## src/verilog/boot_pkg.sv

```systemverilog
// ~~~~~~~~~~~~~~~~~~~~~~~~~~~~~~~~~~~~~~~~
// boot package
// widths, region sizes and phase codes
// ~~~~~~~~~~~~~~~~~~~~~~~~~~~~~~~~~~~~~~~~

`default_nettype none

package boot_pkg;

    localparam int ADDR_W      = 32;
    localparam int DATA_W      = 32;
    localparam int CTRL_W      = 4;   // byte enables
    localparam int ADDR_MASK_W = 26;  // low user address bits kept

    localparam int WORD_BYTES  = 4;
    localparam int ZERO_BYTES  = 64;  // cleared from address 0
    localparam int IMAGE_BYTES = 32;  // loaded and verified from address 0

    localparam logic [ADDR_W-1:0] ADDR_MASK =
        {{(ADDR_W-ADDR_MASK_W){1'b0}}, {ADDR_MASK_W{1'b1}}};

    // boot phases in the order they run
    localparam int PHASE_W = 3;
    localparam logic [PHASE_W-1:0] PH_CALIB  = PHASE_W'(0);
    localparam logic [PHASE_W-1:0] PH_ZERO   = PHASE_W'(1);
    localparam logic [PHASE_W-1:0] PH_LOAD   = PHASE_W'(2);
    localparam logic [PHASE_W-1:0] PH_VERIFY = PHASE_W'(3);
    localparam logic [PHASE_W-1:0] PH_READY  = PHASE_W'(4);

    // image copier states
    localparam int CP_STATE_W = 2;
    localparam logic [CP_STATE_W-1:0] CP_IDLE = CP_STATE_W'(0);
    localparam logic [CP_STATE_W-1:0] CP_REQ  = CP_STATE_W'(1);
    localparam logic [CP_STATE_W-1:0] CP_WAIT = CP_STATE_W'(2);

endpackage

`default_nettype wire

```

## src/verilog/boot_sequencer.sv

```systemverilog
// ~~~~~~~~~~~~~~~~~~~~~~~~~~~~~~~~~~~~~~~~
// boot sequencer
// steps calib, zero, load, verify, ready
// ~~~~~~~~~~~~~~~~~~~~~~~~~~~~~~~~~~~~~~~~

`default_nettype none

module boot_sequencer import boot_pkg::*; (
    input  wire                clk,
    input  wire                i_rst,
    input  wire                i_calib_done,
    input  wire                i_zero_done,
    input  wire                i_load_done,
    input  wire                i_verify_done,
    output logic [PHASE_W-1:0] o_phase,
    output logic               o_boot_done
);

    always_ff @(posedge clk) begin
        if (i_rst) begin
            o_phase <= PH_CALIB;
        end else begin
            case (o_phase)
                PH_CALIB: begin
                    if (i_calib_done) o_phase <= PH_ZERO;
                end
                PH_ZERO: begin
                    if (i_zero_done) o_phase <= PH_LOAD;
                end
                PH_LOAD: begin
                    if (i_load_done) o_phase <= PH_VERIFY;
                end
                PH_VERIFY: begin
                    if (i_verify_done) o_phase <= PH_READY;
                end
                PH_READY: begin
                    o_phase <= PH_READY;  // held until reset
                end
                default: begin
                    o_phase <= PH_CALIB;  // unused codes restart
                end
            endcase
        end
    end

    assign o_boot_done = (o_phase == PH_READY);

endmodule

`default_nettype wire

```

## src/verilog/zero_filler.sv

```systemverilog
// ~~~~~~~~~~~~~~~~~~~~~~~~~~~~~~~~~~~~~~~~
// zero filler
// clears the low region one word at a time
// ~~~~~~~~~~~~~~~~~~~~~~~~~~~~~~~~~~~~~~~~

`default_nettype none

module zero_filler import boot_pkg::*; (
    input  wire               clk,
    input  wire               i_rst,
    input  wire               i_start,
    input  wire               i_mem_busy,
    output logic              o_wr_en,
    output logic [ADDR_W-1:0] o_addr,
    output logic              o_done
);

    logic              waiting;    // write accepted by the controller
    logic [ADDR_W-1:0] next_addr;

    assign next_addr = o_addr + ADDR_W'(WORD_BYTES);

    always_ff @(posedge clk) begin
        if (i_rst) begin
            o_wr_en <= 1'b0;
            waiting <= 1'b0;
            o_addr  <= '0;
            o_done  <= 1'b0;
        end else if (i_start && !o_done) begin
            if (o_wr_en) begin
                if (i_mem_busy) begin      // controller took it
                    o_wr_en <= 1'b0;
                    waiting <= 1'b1;
                end
            end else if (waiting) begin
                if (!i_mem_busy) begin
                    waiting <= 1'b0;
                    o_addr  <= next_addr;
                    o_done  <= (next_addr >= ADDR_W'(ZERO_BYTES));
                end
            end else if (!i_mem_busy) begin
                o_wr_en <= 1'b1;
            end
        end
    end

endmodule

`default_nettype wire

```

## src/verilog/image_copier.sv

```systemverilog
// ~~~~~~~~~~~~~~~~~~~~~~~~~~~~~~~~~~~~~~~~
// image copier
// writes loader words to memory and
// keeps a running checksum of them
// ~~~~~~~~~~~~~~~~~~~~~~~~~~~~~~~~~~~~~~~~

`default_nettype none

module image_copier import boot_pkg::*; (
    input  wire               clk,
    input  wire               i_rst,
    input  wire               i_start,
    input  wire               i_ld_valid,
    input  wire  [DATA_W-1:0] i_ld_data,
    input  wire               i_mem_busy,
    output logic              o_ld_ready,
    output logic              o_wr_en,
    output logic [ADDR_W-1:0] o_addr,
    output logic [DATA_W-1:0] o_wdata,
    output logic [DATA_W-1:0] o_checksum,
    output logic              o_done
);

    logic [CP_STATE_W-1:0] state;
    logic [ADDR_W-1:0]     next_addr;

    assign next_addr  = o_addr + ADDR_W'(WORD_BYTES);
    assign o_ld_ready = i_start && (state == CP_IDLE) && !o_done;

    always_ff @(posedge clk) begin
        if (i_rst) begin
            state      <= CP_IDLE;
            o_wr_en    <= 1'b0;
            o_addr     <= '0;
            o_checksum <= '0;
            o_done     <= 1'b0;
        end else begin
            case (state)
                CP_IDLE: begin
                    if (i_ld_valid && o_ld_ready) begin
                        o_checksum <= o_checksum + i_ld_data;  // wraps mod 2^32
                        state      <= CP_REQ;
                    end
                end
                CP_REQ: begin
                    if (o_wr_en && i_mem_busy) begin
                        o_wr_en <= 1'b0;
                        state   <= CP_WAIT;
                    end else if (!o_wr_en && !i_mem_busy) begin
                        o_wr_en <= 1'b1;
                    end
                end
                CP_WAIT: begin
                    if (!i_mem_busy) begin  // write complete
                        o_addr <= next_addr;
                        o_done <= (next_addr >= ADDR_W'(IMAGE_BYTES));
                        state  <= CP_IDLE;
                    end
                end
                default: state <= CP_IDLE;
            endcase
        end
    end

    // loader word held for the write
    always_ff @(posedge clk) begin
        if (i_ld_valid && o_ld_ready) o_wdata <= i_ld_data;
    end

endmodule

`default_nettype wire

```

## src/verilog/readback_verifier.sv

```systemverilog
// ~~~~~~~~~~~~~~~~~~~~~~~~~~~~~~~~~~~~~~~~
// readback verifier
// reads the image back and compares its
// checksum with the load checksum
// ~~~~~~~~~~~~~~~~~~~~~~~~~~~~~~~~~~~~~~~~

`default_nettype none

module readback_verifier import boot_pkg::*; (
    input  wire               clk,
    input  wire               i_rst,
    input  wire               i_start,
    input  wire               i_mem_busy,
    input  wire  [DATA_W-1:0] i_mem_rdata,
    input  wire  [DATA_W-1:0] i_load_checksum,
    output logic              o_rd_en,
    output logic [ADDR_W-1:0] o_addr,
    output logic [DATA_W-1:0] o_checksum,
    output logic              o_done,
    output logic              o_match
);

    logic              waiting;   // read accepted by the controller
    logic              last_word;
    logic [ADDR_W-1:0] next_addr;
    logic [DATA_W-1:0] sum_next;

    assign next_addr = o_addr + ADDR_W'(WORD_BYTES);
    assign last_word = (next_addr >= ADDR_W'(IMAGE_BYTES));
    assign sum_next  = o_checksum + i_mem_rdata;

    always_ff @(posedge clk) begin
        if (i_rst) begin
            o_rd_en    <= 1'b0;
            waiting    <= 1'b0;
            o_addr     <= '0;
            o_checksum <= '0;
            o_done     <= 1'b0;
            o_match    <= 1'b0;
        end else if (i_start && !o_done) begin
            if (o_rd_en) begin
                if (i_mem_busy) begin
                    o_rd_en <= 1'b0;
                    waiting <= 1'b1;
                end
            end else if (waiting) begin
                if (!i_mem_busy) begin          // rdata valid this cycle
                    waiting    <= 1'b0;
                    o_checksum <= sum_next;
                    o_addr     <= next_addr;
                    if (last_word) begin
                        o_done  <= 1'b1;
                        o_match <= (sum_next == i_load_checksum);
                    end
                end
            end else if (!i_mem_busy) begin
                o_rd_en <= 1'b1;
            end
        end
    end

endmodule

`default_nettype wire

```

## src/verilog/mem_port_mux.sv

```systemverilog
// ~~~~~~~~~~~~~~~~~~~~~~~~~~~~~~~~~~~~~~~~
// memory port mux
// picks the request source by boot phase
// and opens the user port once ready
// ~~~~~~~~~~~~~~~~~~~~~~~~~~~~~~~~~~~~~~~~

`default_nettype none

module mem_port_mux import boot_pkg::*; (
    input  wire                clk,
    input  wire                i_rst,
    input  wire  [PHASE_W-1:0] i_phase,
    input  wire                i_zero_wr_en,
    input  wire  [ADDR_W-1:0]  i_zero_addr,
    input  wire                i_copy_wr_en,
    input  wire  [ADDR_W-1:0]  i_copy_addr,
    input  wire  [DATA_W-1:0]  i_copy_wdata,
    input  wire                i_vrfy_rd_en,
    input  wire  [ADDR_W-1:0]  i_vrfy_addr,
    input  wire                i_usr_rd_en,
    input  wire                i_usr_wr_en,
    input  wire  [ADDR_W-1:0]  i_usr_addr,
    input  wire  [DATA_W-1:0]  i_usr_wdata,
    input  wire  [CTRL_W-1:0]  i_usr_ctrl,
    output logic [DATA_W-1:0]  o_usr_rdata,
    output logic               o_usr_busy,
    input  wire                i_mem_busy,
    input  wire  [DATA_W-1:0]  i_mem_rdata,
    output logic               o_mem_rd_en,
    output logic               o_mem_wr_en,
    output logic [ADDR_W-1:0]  o_mem_addr,
    output logic [DATA_W-1:0]  o_mem_wdata,
    output logic [CTRL_W-1:0]  o_mem_ctrl
);

    logic usr_open;
    logic sel_rd;
    logic sel_wr;

    assign usr_open = (i_phase == PH_READY);

    always_comb begin
        sel_rd      = 1'b0;
        sel_wr      = 1'b0;
        o_mem_addr  = '0;
        o_mem_wdata = '0;   // zero fill data
        case (i_phase)
            PH_ZERO: begin
                sel_wr     = i_zero_wr_en;
                o_mem_addr = i_zero_addr;
            end
            PH_LOAD: begin
                sel_wr      = i_copy_wr_en;
                o_mem_addr  = i_copy_addr;
                o_mem_wdata = i_copy_wdata;
            end
            PH_VERIFY: begin
                sel_rd     = i_vrfy_rd_en;
                o_mem_addr = i_vrfy_addr;
            end
            PH_READY: begin
                sel_rd      = i_usr_rd_en;
                sel_wr      = i_usr_wr_en;
                o_mem_addr  = i_usr_addr & ADDR_MASK;
                o_mem_wdata = i_usr_wdata;
            end
            default: begin
                sel_rd = 1'b0;  // no requests during calibration
            end
        endcase
    end

    // enables leave through flops; dropped as soon as busy shows
    always_ff @(posedge clk) begin
        if (i_rst) begin
            o_mem_rd_en <= 1'b0;
            o_mem_wr_en <= 1'b0;
        end else begin
            o_mem_rd_en <= sel_rd && !i_mem_busy;
            o_mem_wr_en <= sel_wr && !i_mem_busy;
        end
    end

    assign o_mem_ctrl  = usr_open ? i_usr_ctrl : '1;  // full words during boot
    assign o_usr_busy  = usr_open ? i_mem_busy : 1'b1;
    assign o_usr_rdata = i_mem_rdata;

endmodule

`default_nettype wire

```

## src/verilog/boot_top.sv

```systemverilog
// ~~~~~~~~~~~~~~~~~~~~~~~~~~~~~~~~~~~~~~~~
// boot memory init front end
// sequencer, fill/copy/verify engines and
// the memory port mux
// ~~~~~~~~~~~~~~~~~~~~~~~~~~~~~~~~~~~~~~~~

`default_nettype none

module boot_top import boot_pkg::*; (
    input  wire                clk,
    input  wire                i_rst,
    input  wire                i_calib_done,
    // loader stream
    input  wire                i_ld_valid,
    input  wire  [DATA_W-1:0]  i_ld_data,
    output logic               o_ld_ready,
    // user port
    input  wire                i_usr_rd_en,
    input  wire                i_usr_wr_en,
    input  wire  [ADDR_W-1:0]  i_usr_addr,
    input  wire  [DATA_W-1:0]  i_usr_wdata,
    input  wire  [CTRL_W-1:0]  i_usr_ctrl,
    output logic [DATA_W-1:0]  o_usr_rdata,
    output logic               o_usr_busy,
    // memory controller
    output logic               o_mem_rd_en,
    output logic               o_mem_wr_en,
    output logic [ADDR_W-1:0]  o_mem_addr,
    output logic [DATA_W-1:0]  o_mem_wdata,
    output logic [CTRL_W-1:0]  o_mem_ctrl,
    input  wire  [DATA_W-1:0]  i_mem_rdata,
    input  wire                i_mem_busy,
    // status
    output logic [PHASE_W-1:0] o_phase,
    output logic               o_boot_done,
    output logic               o_verify_ok,
    output logic [DATA_W-1:0]  o_load_checksum
);

    logic              zero_done, load_done, verify_done;
    logic              zero_wr_en, copy_wr_en, vrfy_rd_en;
    logic [ADDR_W-1:0] zero_addr, copy_addr, vrfy_addr;
    logic [DATA_W-1:0] copy_wdata;

    boot_sequencer u_seq (
        .clk           (clk),
        .i_rst         (i_rst),
        .i_calib_done  (i_calib_done),
        .i_zero_done   (zero_done),
        .i_load_done   (load_done),
        .i_verify_done (verify_done),
        .o_phase       (o_phase),
        .o_boot_done   (o_boot_done)
    );

    zero_filler u_zero (
        .clk        (clk),
        .i_rst      (i_rst),
        .i_start    (o_phase == PH_ZERO),
        .i_mem_busy (i_mem_busy),
        .o_wr_en    (zero_wr_en),
        .o_addr     (zero_addr),
        .o_done     (zero_done)
    );

    image_copier u_copy (
        .clk        (clk),
        .i_rst      (i_rst),
        .i_start    (o_phase == PH_LOAD),
        .i_ld_valid (i_ld_valid),
        .i_ld_data  (i_ld_data),
        .i_mem_busy (i_mem_busy),
        .o_ld_ready (o_ld_ready),
        .o_wr_en    (copy_wr_en),
        .o_addr     (copy_addr),
        .o_wdata    (copy_wdata),
        .o_checksum (o_load_checksum),
        .o_done     (load_done)
    );

    readback_verifier u_vrfy (
        .clk             (clk),
        .i_rst           (i_rst),
        .i_start         (o_phase == PH_VERIFY),
        .i_mem_busy      (i_mem_busy),
        .i_mem_rdata     (i_mem_rdata),
        .i_load_checksum (o_load_checksum),
        .o_rd_en         (vrfy_rd_en),
        .o_addr          (vrfy_addr),
        .o_checksum      (),   // only compared inside
        .o_done          (verify_done),
        .o_match         (o_verify_ok)
    );

    mem_port_mux u_mux (
        .clk          (clk),
        .i_rst        (i_rst),
        .i_phase      (o_phase),
        .i_zero_wr_en (zero_wr_en),
        .i_zero_addr  (zero_addr),
        .i_copy_wr_en (copy_wr_en),
        .i_copy_addr  (copy_addr),
        .i_copy_wdata (copy_wdata),
        .i_vrfy_rd_en (vrfy_rd_en),
        .i_vrfy_addr  (vrfy_addr),
        .i_usr_rd_en  (i_usr_rd_en),
        .i_usr_wr_en  (i_usr_wr_en),
        .i_usr_addr   (i_usr_addr),
        .i_usr_wdata  (i_usr_wdata),
        .i_usr_ctrl   (i_usr_ctrl),
        .o_usr_rdata  (o_usr_rdata),
        .o_usr_busy   (o_usr_busy),
        .i_mem_busy   (i_mem_busy),
        .i_mem_rdata  (i_mem_rdata),
        .o_mem_rd_en  (o_mem_rd_en),
        .o_mem_wr_en  (o_mem_wr_en),
        .o_mem_addr   (o_mem_addr),
        .o_mem_wdata  (o_mem_wdata),
        .o_mem_ctrl   (o_mem_ctrl)
    );

endmodule

`default_nettype wire

```

## config.mk

```make
export PLATFORM = sky130hd
export DESIGN_NAME = boot_top
export DESIGN_NICKNAME = d
export VERILOG_FILES = /design/src/verilog/boot_pkg.sv /design/src/verilog/boot_sequencer.sv /design/src/verilog/zero_filler.sv /design/src/verilog/image_copier.sv /design/src/verilog/readback_verifier.sv /design/src/verilog/mem_port_mux.sv /design/src/verilog/boot_top.sv
export SDC_FILE = /design/constraint.sdc
export NUM_CORES = 1
export LEC_CHECK = 0
export BUFFER_PORTS_ARGS = -buffer_cell sky130_fd_sc_hd__buf_2
export CAP_MARGIN = 20
export CORE_MARGIN = 2
export CORE_UTILIZATION = 30
export DETAILED_ROUTE_END_ITERATION = 10
export PLACE_DENSITY_LB_ADDON = 0.05
export SYNTH_ARGS = -nofsm -noshare
export SYNTH_HDL_FRONTEND = slang
export SYNTH_SLANG_ARGS = --single-unit
```

## constraint.sdc

```tcl
create_clock -name clk -period 4.7 [get_ports clk]
set_clock_uncertainty 0.15 [all_clocks]
set_input_delay 0.705 -clock clk [delete_from_list [all_inputs] [get_ports clk]]
set_output_delay 0.705 -clock clk [all_outputs]
set_load 0.01 [all_outputs]
```

Word level (Yosys, flattened, before mapping)
Cells that the tools add are included.

word-level totals
  register bits after elaboration = 208
  bits of input ports = 139
  output and inout bits = 141
  word-level logic and storage cells = 101

operators by class
  $add $sub $neg = 5
  magnitude comparators = 3
  equal/unequal tests = 16
  multiplexer cells = 28
  bitwise operators = 3
  reduce and logical (&&, ||, !) cells = 27

operator list
  kind                     number
  $pmux W32 S4             1
  $add A32 B3 Y32 const B  3
  $add A32 B32 Y32         2
  $ge A32 B6 Y1 const B    2
  $pmux W32 S2             1
  $eq A32 B32 Y1           1
  $ge A32 B7 Y1 const B    1
  $ne A2 B2 Y1 const B     8
  $pmux W3 S5              1
  $mux W1                  14
  $mux W3                  4
  $reduce_and A4 Y1        3
  $reduce_and A2 Y1        5
  $logic_and A1 B1 Y1      9
  $eq A3 B2 Y1 const B     2
  $mux W2                  3
  $pmux W2 S3              1
  $logic_not A1 Y1         5
  $reduce_and A5 Y1        1
  $mux W4                  1
  $eq A3 B1 Y1 const B     1
  $eq A3 B3 Y1 const B     1
  $logic_not A3 Y1         1
  $not A1 Y1               3
  8 further kinds          8

Logic depth before layout (Yosys ltp)
Gate-level depths: netlist of run 1.

  word-level depth = 6
  gate-level depth with buffers = 13
  depth with buffers taken out = 13

Cells and area by module
From an unflattened synthesis of run 1, not the netlist that was laid out.

unflattened totals
  cell total of the unflattened synthesis = 1844
  area total of the unflattened synthesis = 15018.2 um^2

by module, submodules not included
  module             times used  cells each  area each (um^2)  seq. area each (um^2)
  image_copier       1           639         5688.0            2282.2
  readback_verifier  1           734         5546.6            1321.3
  zero_filler        1           242         1958.1            660.6
  mem_port_mux       1           210         1654.1            40.0
  boot_sequencer     1           16          146.4             60.1
  boot_top           1           3           25.0              0.0

Least setup slack after synthesis of run 1
No wires, ideal clock.

  kind = reg2reg
  start = register u_seq.o_phase[1]
  end = register u_copy.o_wdata[0] (enable)
  library setup time = 409 ps
  arrival time = 3251 ps
  required time = 4141 ps
  slack = 890 ps
  stages on the path, launching flop included = 8
  path buffers = 2
  clock period less this slack = 3810 ps
  cells stage by stage = dfxtp_1 > clkbuf_1 > nor2b_1 > nor2b_1 > nor4b_1 > nand2_1 > clkinv_1 > buf_1

between the ends
  cells in the longest elaborated chain, start to end = 4

ends and longest elaborated chain
  what                              RTL line              RTL
  from (decl)                       boot_sequencer.sv:15  output logic [PHASE_W-1:0] o_phase,
  from (signal assigned)            boot_sequencer.sv:21  o_phase <= PH_CALIB;
  from (signal assigned)            boot_sequencer.sv:25  if (i_calib_done) o_phase <= PH_ZERO;
  from (signal assigned)            boot_sequencer.sv:28  if (i_zero_done) o_phase <= PH_LOAD;
  $eq A3 B2 Y1                      boot_top.sv:69        .i_start (o_phase == PH_LOAD),
  $logic_and A1 B1 Y1 (2 in a row)  image_copier.sv:28    assign o_ld_ready = i_start && (state == CP_IDLE) && !o_done;
  net o_ld_ready                    boot_top.sv:16        output logic o_ld_ready,
  $logic_and A1 B1 Y1               image_copier.sv:67    if (i_ld_valid && o_ld_ready) o_wdata <= i_ld_data;
  to (signal assigned)              image_copier.sv:67
  to (decl)                         image_copier.sv:19    output logic [DATA_W-1:0] o_wdata,

The timed path passes the listed nets, and every way through them passes these cells.
A chain may end at the register's enable or synchronous reset.

Final worst setup path of run 1
  start = register u_copy.o_checksum[0]
  end = register u_copy.o_checksum[30]

between the ends
  cells in the longest elaborated chain, start to end = 1

ends and longest elaborated chain
  what                    RTL line            RTL
  from (decl)             image_copier.sv:20  output logic [DATA_W-1:0] o_checksum,
  from (signal assigned)  image_copier.sv:41  o_checksum <= o_checksum + i_ld_data;
  $add A32 B32 Y32        image_copier.sv:41

Every way passes these cells.

==> results of run 1 <==
path summary, 6_finish.rpt:
check / startpoint / endpoint / depth (start not counted)
setup reg to reg: u_copy.o_checksum[0] / u_copy.o_checksum[30] / 13
setup / recovery: u_copy.o_checksum[0] / u_copy.o_checksum[30] / 13
hold reg to reg: u_vrfy.o_checksum[26] / u_vrfy.o_checksum[26] / 2
hold / removal: i_ld_data[6] / u_copy.o_wdata[6] / 1
where the power goes:
part | total [mW] | switching [mW] | internal [mW] | leakage, nW
sequential | 1.76 | 0.00128 | 1.76 | 1.66
combinational | 0.298 | 0.184 | 0.114 | 4.80
clock | 2.23 | 0.849 | 1.38 | 0.451
total | 4.29 | 1.03 | 3.26 | 6.91
worst max-delay path, delay by kind of cell, from the launching register on:
kind,cells,cell delay (ps)
AO/OA/AOI/OAI,8,1690
AND/OR/NAND/NOR,2,830
buffers and inverters,1,60
adder cells (fa/ha/maj),2,640
flip-flops,1,470
placed cells by master, fill, tap and decap left out, types with 21 or more instances in the layout:
cell type,netlist,routed
nand3_1,57,56
o21ai_0,66,66
clkbuf_16,0,29
nor3_1,36,36
xor2_1,90,90
nor2_1,174,174
a22oi_1,59,59
a21oi_1,142,142
nand4_1,40,40
or3_1,21,21
xnor2_1,91,91
and3_1,39,39
ha_1,67,67
nand2_1,222,222
a21o_1,26,26
edfxtp_1,32,32
and2_1,25,25
dfxtp_1,170,170
a22o_1,32,32
a31oi_1,23,23
buf_2,3,272
area by class of cell:
cell class | instances | area share
tap | 615 | 0.04546
inverter | 19 | 0.004214
clock inverter | 8 | 0.008723
clock buffer | 40 | 0.04709
multi-input combinational | 1443 | 0.5465
antenna | 1 | 0.0001479
timing repair buffer | 293 | 0.08997
sequential | 202 | 0.2579
Yosys cell counts, types with 4 or more instances:
cell,count
a22o_1,32
a31oi_1,23
a21oi_1,142
and4_1,16
nand4_1,40
o21a_1,13
ha_1,67
nor3b_1,6
o211ai_1,11
a211o_1,9
inv_1,18
nand3b_1,7
a2111oi_0,6
o31a_1,5
xnor2_1,91
xor2_1,90
nor2b_1,20
o21ai_1,4
nor4_1,12
buf_4,32
and3_1,39
nand3_1,57
buf_1,10
nor2_1,174
nor3_1,36
mux2i_1,5
or2_2,4
edfxtp_1,32
dfxtp_1,170
and2_1,25
a31o_2,5
mux2_2,9
clkbuf_1,105
nand2_1,222
o21ai_0,66
a21o_1,26
nand2b_1,11
a22oi_1,59
or3_1,21
o41ai_1,4
o2111ai_1,4
o31ai_1,4
a211oi_1,20
nor4b_1,7
routing by layer:
layer / wire length [um] / global-route usage / vias to the layer above
li1: - / - / 6869
met1: 22490 / 0.2484 / 6490
met4: 1164 / 0.04525 / 2
met2: 25900 / 0.3718 / 295
met5: 11 / 0 / -
met3: 2134 / 0.03081 / 56
cell families after synthesis:
| logic type | share of synthesized area |
|---|---|
| xor+xnor | 0.1121 |
| flops | 0.3042 |
| buf+inv | 0.05285 |
| mux | 0.01055 |
| fa+ha+maj | 0.06122 |
| compound gates | 0.2185 |
| simple gates | 0.2406 |
registers in the layout (all words and copies together), names as in the netlist:
name / count
u_mux.o_mem_rd_en: 1
u_vrfy.o_done: 1
u_vrfy.o_match: 1
u_vrfy.o_addr: 30
u_copy.o_wdata: 32
u_zero.waiting: 1
u_zero.o_addr: 30
u_mux.o_mem_wr_en: 1
u_vrfy.o_rd_en: 1
u_vrfy.o_checksum: 32
u_copy.o_addr: 30
u_copy.o_checksum: 32
u_vrfy.waiting: 1
u_copy.state: 2
u_zero.o_done: 1
u_zero.o_wr_en: 1
u_seq.o_phase: 3
u_copy.o_wr_en: 1
u_copy.o_done: 1
per-stage QoR:
stage	setup slack [ps]	cell area, um2
global placement	514.0	15980
detailed placement	509.4	15980
global route	501.8	16920
finish	758.7	16930
floorplan	890.4	14350
CTS	738.4	16920
==> summary.txt, run 1 <==
Place
  – HPWL Detailed: 39,350 um
  – Buffers on Ports: 273
  – Inst Count DP: 2,572
  – Gpl congestion: 0.8635

Setup path
  – Startpoint Class: flop
  – Required @ worst endpoint: 5030 ps
  – Slowest CP cell: or4b_2
  – CP Capture Type: flop
  – CP arrival: 4270 ps
  – Critical path type: flop to flop
  – Largest stage delay on the critical path: 640 ps
  – R2R Setup Slk: 760 ps
  – Most frequent CP cell: o31a_1
  – CP max FO: 5
  – Critical path cell sequence: ha_1 > inv_1 > fa_1 > nor2b_1 > o31a_1 > o211ai_1 > o31ai_2 > a41o_1 > a221o_1 > o31a_1 > a21oi_1 > or4b_2 > a31oi_1

Power
  – Cell area power density: 253.5 nW/um2
  – Leakage power: 6.906 nW
  – Peak VDD IR: 279.2 uV
  – Total power: 4.290 mW

Floorplan
  – Die Area: 49,590 um2
  – Core Area: 47,450 um2
  – Die Span X: 222.7 um
  – Die height: 222.7 um
  – Initial Util: 0.3024
  – Site Rows: 80
  – IO Pins: 280

Yosys
  – Post-synthesis cell count: 1,814
  – Post-Syn Area per Cell: 7.909 um2
  – Post-synth EDFFs: 32
  – Synth Cell Area: 14,350 um2
  – Register area share after synthesis: 0.3042
  – Yosys cell types: 80
  – Top FF cell, synth: dfxtp_1
  – Post-synthesis register bit count: 202
  – Async SR Flop Fraction: 0
  – Syn. warnings: 0
  – Mapped Nets: 2,022
  – Synth area leader: dfxtp_1
  – Ranking of synthesized cells by area: dfxtp_1 24%, edfxtp_1 6.7%, ha_1 5.8%
  – Area fraction of the dominant cell type after synthesis: 0.2372

Global route
  – Vias in the first global route: 13,280
  – First-pass GRT wire length: 78,930 um
  – Overall routing resource usage: 0.2028
  – Initial antenna violation count: 3
  – Pin count of the biggest net entering global routing: 91
  – Global route overflow: 0

Route
  – Via count: 13,710
  – DRC Markers: 0
  – Via/cell ratio: 5.232
  – Drt pass-1 iters: 7
  – Routed len/inst: 19.73 um
  – Post-DRT Antenna Nets: 0
  – Post-Route WL: 51,700 um
  – Initial drt markers: 829

Run status
  – Status: finished, final reports clean

Timing
  – Final TNS setup: 0 ps
  – Max Slew Vio Count: 0
  – FMAX: 253.7 MHz
  – Final hold slack: 191.0 ps
  – Final setup violation count: 0
  – Tcrit/Tclk final: 0.8386
  – Worst-margin pin slew: 1034 ps
  – Rel. slew slack: 0.3107
  – RSZ-0062 raised after global routing: false
  – Tmin final: 3941 ps
  – Final Hold Vio Count: 0

Finish
  – Syn-to-layout area delta: 17.96%
  – Reg area: 4364 um2
  – Final #Nets: 2,195
  – Area of the multi-input gates: 9250 um2
  – Fillers: 5,116
  – Finished Core Util: 0.3567
  – Final cell count without fillers: 2,621
  – Share of layout cells above drive strength 1: 0.1835

Worst hold path
  – Hold crit path type: primary input to flop

Clocking
  – CTS tree: done
  – Clock buffer depth: 3
  – Htree depth: 1
  – Worst-Skew Late Latency: 570 ps
  – CTS Buf Count: 28
  – Hold_buf cts: 0
  – Post-CTS setup buffer count: 0
  – Post-CTS Resized: 0
  – Clock root cell: clkbuf_16
  – Clk slew on worst S/H paths: 60 ps
  – Clock Sinks: 202

Flow run
  – Max-cap violations: 0
No activity file was read; power rests on OpenSTA's default activity.
==> run 2: changes to the inputs <==
==> constraint.sdc (replaced) <==
create_clock -name clk -period 3.9 [get_ports clk]
set_clock_uncertainty 0.15 [all_clocks]
set_input_delay 0.585 -clock clk [delete_from_list [all_inputs] [get_ports clk]]
set_output_delay 0.585 -clock clk [all_outputs]
set_load 0.01 [all_outputs]
==> run 2 against run 1 <==
Effect of this change: register-to-register slack lost 380 ps; non-clock buffer count is 47 higher; clock power up 5%; critical path depth down 1; largest power group unchanged; highest routed layer unchanged.
==> summary.txt, run 2 (synthesized netlist as in run 1, its figures left out) <==
Run status
  – Status: finished, final reports clean

Floorplan
  – Initial Util: 0.3024
  – Die height: 222.7 um
  – Die Span X: 222.7 um
  – IO Pins: 280
  – Die Area: 49,590 um2
  – Core Area: 47,450 um2
  – Site Rows: 80

Route
  – Via count: 13,780
  – Via/cell ratio: 5.166
  – Post-Route WL: 51,780 um
  – Drt pass-1 iters: 7
  – Initial drt markers: 802
  – Post-DRT Antenna Nets: 0
  – DRC Markers: 0
  – Routed len/inst: 19.41 um

Timing
  – Max Slew Vio Count: 0
  – Final Hold Vio Count: 0
  – PnR worst setup slack: 379.3 ps
  – Tmin final: 3521 ps
  – Rel. slew slack: 0.4679
  – Final TNS setup: 0 ps
  – Worst-margin pin slew: 798.2 ps
  – RSZ-0062 raised after global routing: false
  – Final setup violation count: 0
  – Tcrit/Tclk final: 0.9027
  – FMAX: 284.0 MHz

Finish
  – Final cell count without fillers: 2,668
  – Final instance area: 17,170 um2
  – Reg area: 4364 um2
  – Share of layout cells above drive strength 1: 0.1994
  – Most frequent cells in the layout: 272 x buf_2, 222 x nand2_1, 174 x nor2_1, 170 x dfxtp_1, 142 x a21oi_1
  – Syn-to-layout area delta: 19.67%
  – Fillers: 5,127
  – Commonest non-fill, non-tap cell in the layout: buf_2
  – Top flop regs: u_copy.o_checksum: 32 flops, u_copy.o_wdata: 32 flops, u_vrfy.o_checksum: 32 flops
  – Final #Nets: 2,240
  – Area of the multi-input gates: 9250 um2

Clocking
  – CTS Buf Count: 26
  – Htree depth: 1
  – Post-CTS Resized: 0
  – Clock Sinks: 202
  – Clock buffer depth: 3
  – Worst-Skew Late Latency: 550 ps
  – Hold_buf cts: 0
  – Clk slew on worst S/H paths: 60 ps
  – Clock root cell: clkbuf_16
  – Post-CTS setup buffer count: 0
  – CTS tree: done

Place
  – Pre-CTS setup slack: 8.525 ps
  – Gpl congestion: 0.8627
  – Buffers on Ports: 273
  – Inst Count DP: 2,619
  – HPWL Detailed: 39,660 um
  – Placed Area: 16,360 um2

Power
  – Clock network power share: 0.486
  – Combinational share of power: 0.076
  – P_int: 3.657 mW
  – Cell area power density: 281.9 nW/um2
  – Flop pwr share: 0.438
  – Total power: 4.840 mW
  – Leakage power: 7.092 nW
  – Peak VDD IR: 281.7 uV
  – Switching share of power: 0.2444
  – NetSw: 1.183 mW

Setup path
  – R2R Setup Slk: 380 ps
  – Worst Reg-to-Reg Cells: 12
  – Critical path type: flop to flop
  – Crit path max-delay family: compound AO/OA/AOI/OAI gates
  – CP arrival: 3840 ps
  – CP max FO: 4
  – Slowest CP cell: a2111oi_0
  – RR Startpoint: u_vrfy.o_checksum[0]
  – Largest stage delay on the critical path: 450 ps
  – Required @ worst endpoint: 4220 ps
  – CP Capture Type: flop
  – FF-to-FF End: u_vrfy.o_match
  – Critical path cell sequence: ha_1 > fa_1 > a21o_1 > a221oi_4 > a21oi_1 > nor4_1 > a211oi_1 > a2111oi_0 > o211ai_1 > nor4b_1 > nand4_1 > o31ai_2
  – Startpoint Class: flop
  – Crit path buf inv count: 0

Global route
  – Initial antenna violation count: 3
  – Overall routing resource usage: 0.2018
  – First-pass GRT wire length: 78,540 um
  – Global route overflow: 0
  – Vias in the first global route: 13,130
  – Pin count of the biggest net entering global routing: 168

Worst hold path
  – Worst Hold End: u_copy.o_wdata[6]
  – Worst hold start: i_ld_data[6]
  – Hold crit path type: primary input to flop
  – Worst hold stages: 1

Flow run
  – Max-cap violations: 0
## run 2: changes by cell type in the layout (fill, tap and decap cells not counted), sizes merged
| cell | change |
|---|---|
| clkinvlp | -2 |
| clkbuf | +3 |
| bufinv | -3 |
| clkinv | +1 |
| buf | +47 |
| diode | +1 |
## run 2: worst max path at each step
stage	start	endpoint	slack, ps	cells past startpoint
after global placement	i_mem_rdata[0]	u_vrfy.o_match	50	13
after CTS	u_vrfy.o_checksum[0]	u_vrfy.o_match	400	12
after detailed placement	i_mem_rdata[0]	u_vrfy.o_match	9	13
after floorplan	u_seq.o_phase[1]	u_copy.o_wdata[0]	90	7
final	u_vrfy.o_checksum[0]	u_vrfy.o_match	380	12
after global routing	u_copy.o_checksum[0]	u_copy.o_checksum[30]	150	13
## run 2: worst reg2reg max path, cell delays in order (launching register included)
cell and delay (ps):
dfxtp_1 310, ha_1 210, fa_1 400, a21o_1 250
a221oi_4 320, a21oi_1 150, nor4_1 250, a211oi_1 80
a2111oi_0 450, o211ai_1 170, nor4b_1 370, nand4_1 170
o31ai_2 190
## run 2: final cells by class
class | instances | area share
Clock buffer | 43 | 0.04460
Multi-Input combinational cell | 1443 | 0.5387
Inverter | 19 | 0.004154
Antenna cell | 2 | 0.0002915
Clock inverter | 4 | 0.002550
Sequential cell | 202 | 0.2542
Tap cell | 615 | 0.04482
Timing Repair Buffer | 340 | 0.1107
## run 2: layer usage
layer  vias up  global-route usage  share of wire
met3        42             0.03042          0.038
li1       6965                   -              -
met1      6504              0.2523           0.44
met5         -                   0        0.00027
met4         2             0.03897          0.019
met2       269              0.3666           0.50
## run 2: through the flow
stage | utilization | hold WS (ps)
global placement | 0.3447 | 293.1
floorplan | - | 285.6
global route | 0.3618 | 51.06
detailed placement | 0.3447 | 300.8
finish | 0.3619 | 84.71
CTS | 0.3618 | 49.03
## run 2: power groups by stage
| stage | clock (mW) | combinational, mW | sequential [mW] |
|---|---|---|---|
| 3_3_place_gp | 0 | 0.373 | 2.16 |
| 6_report | 2.35 | 0.370 | 2.12 |
| 3_5_place_dp | 0 | 0.374 | 2.16 |
| 4_1_cts | 2.45 | 0.376 | 2.12 |
| 2_1_floorplan | 0 | 0.216 | 2.17 |
| 5_1_grt | 2.52 | 0.408 | 2.12 |
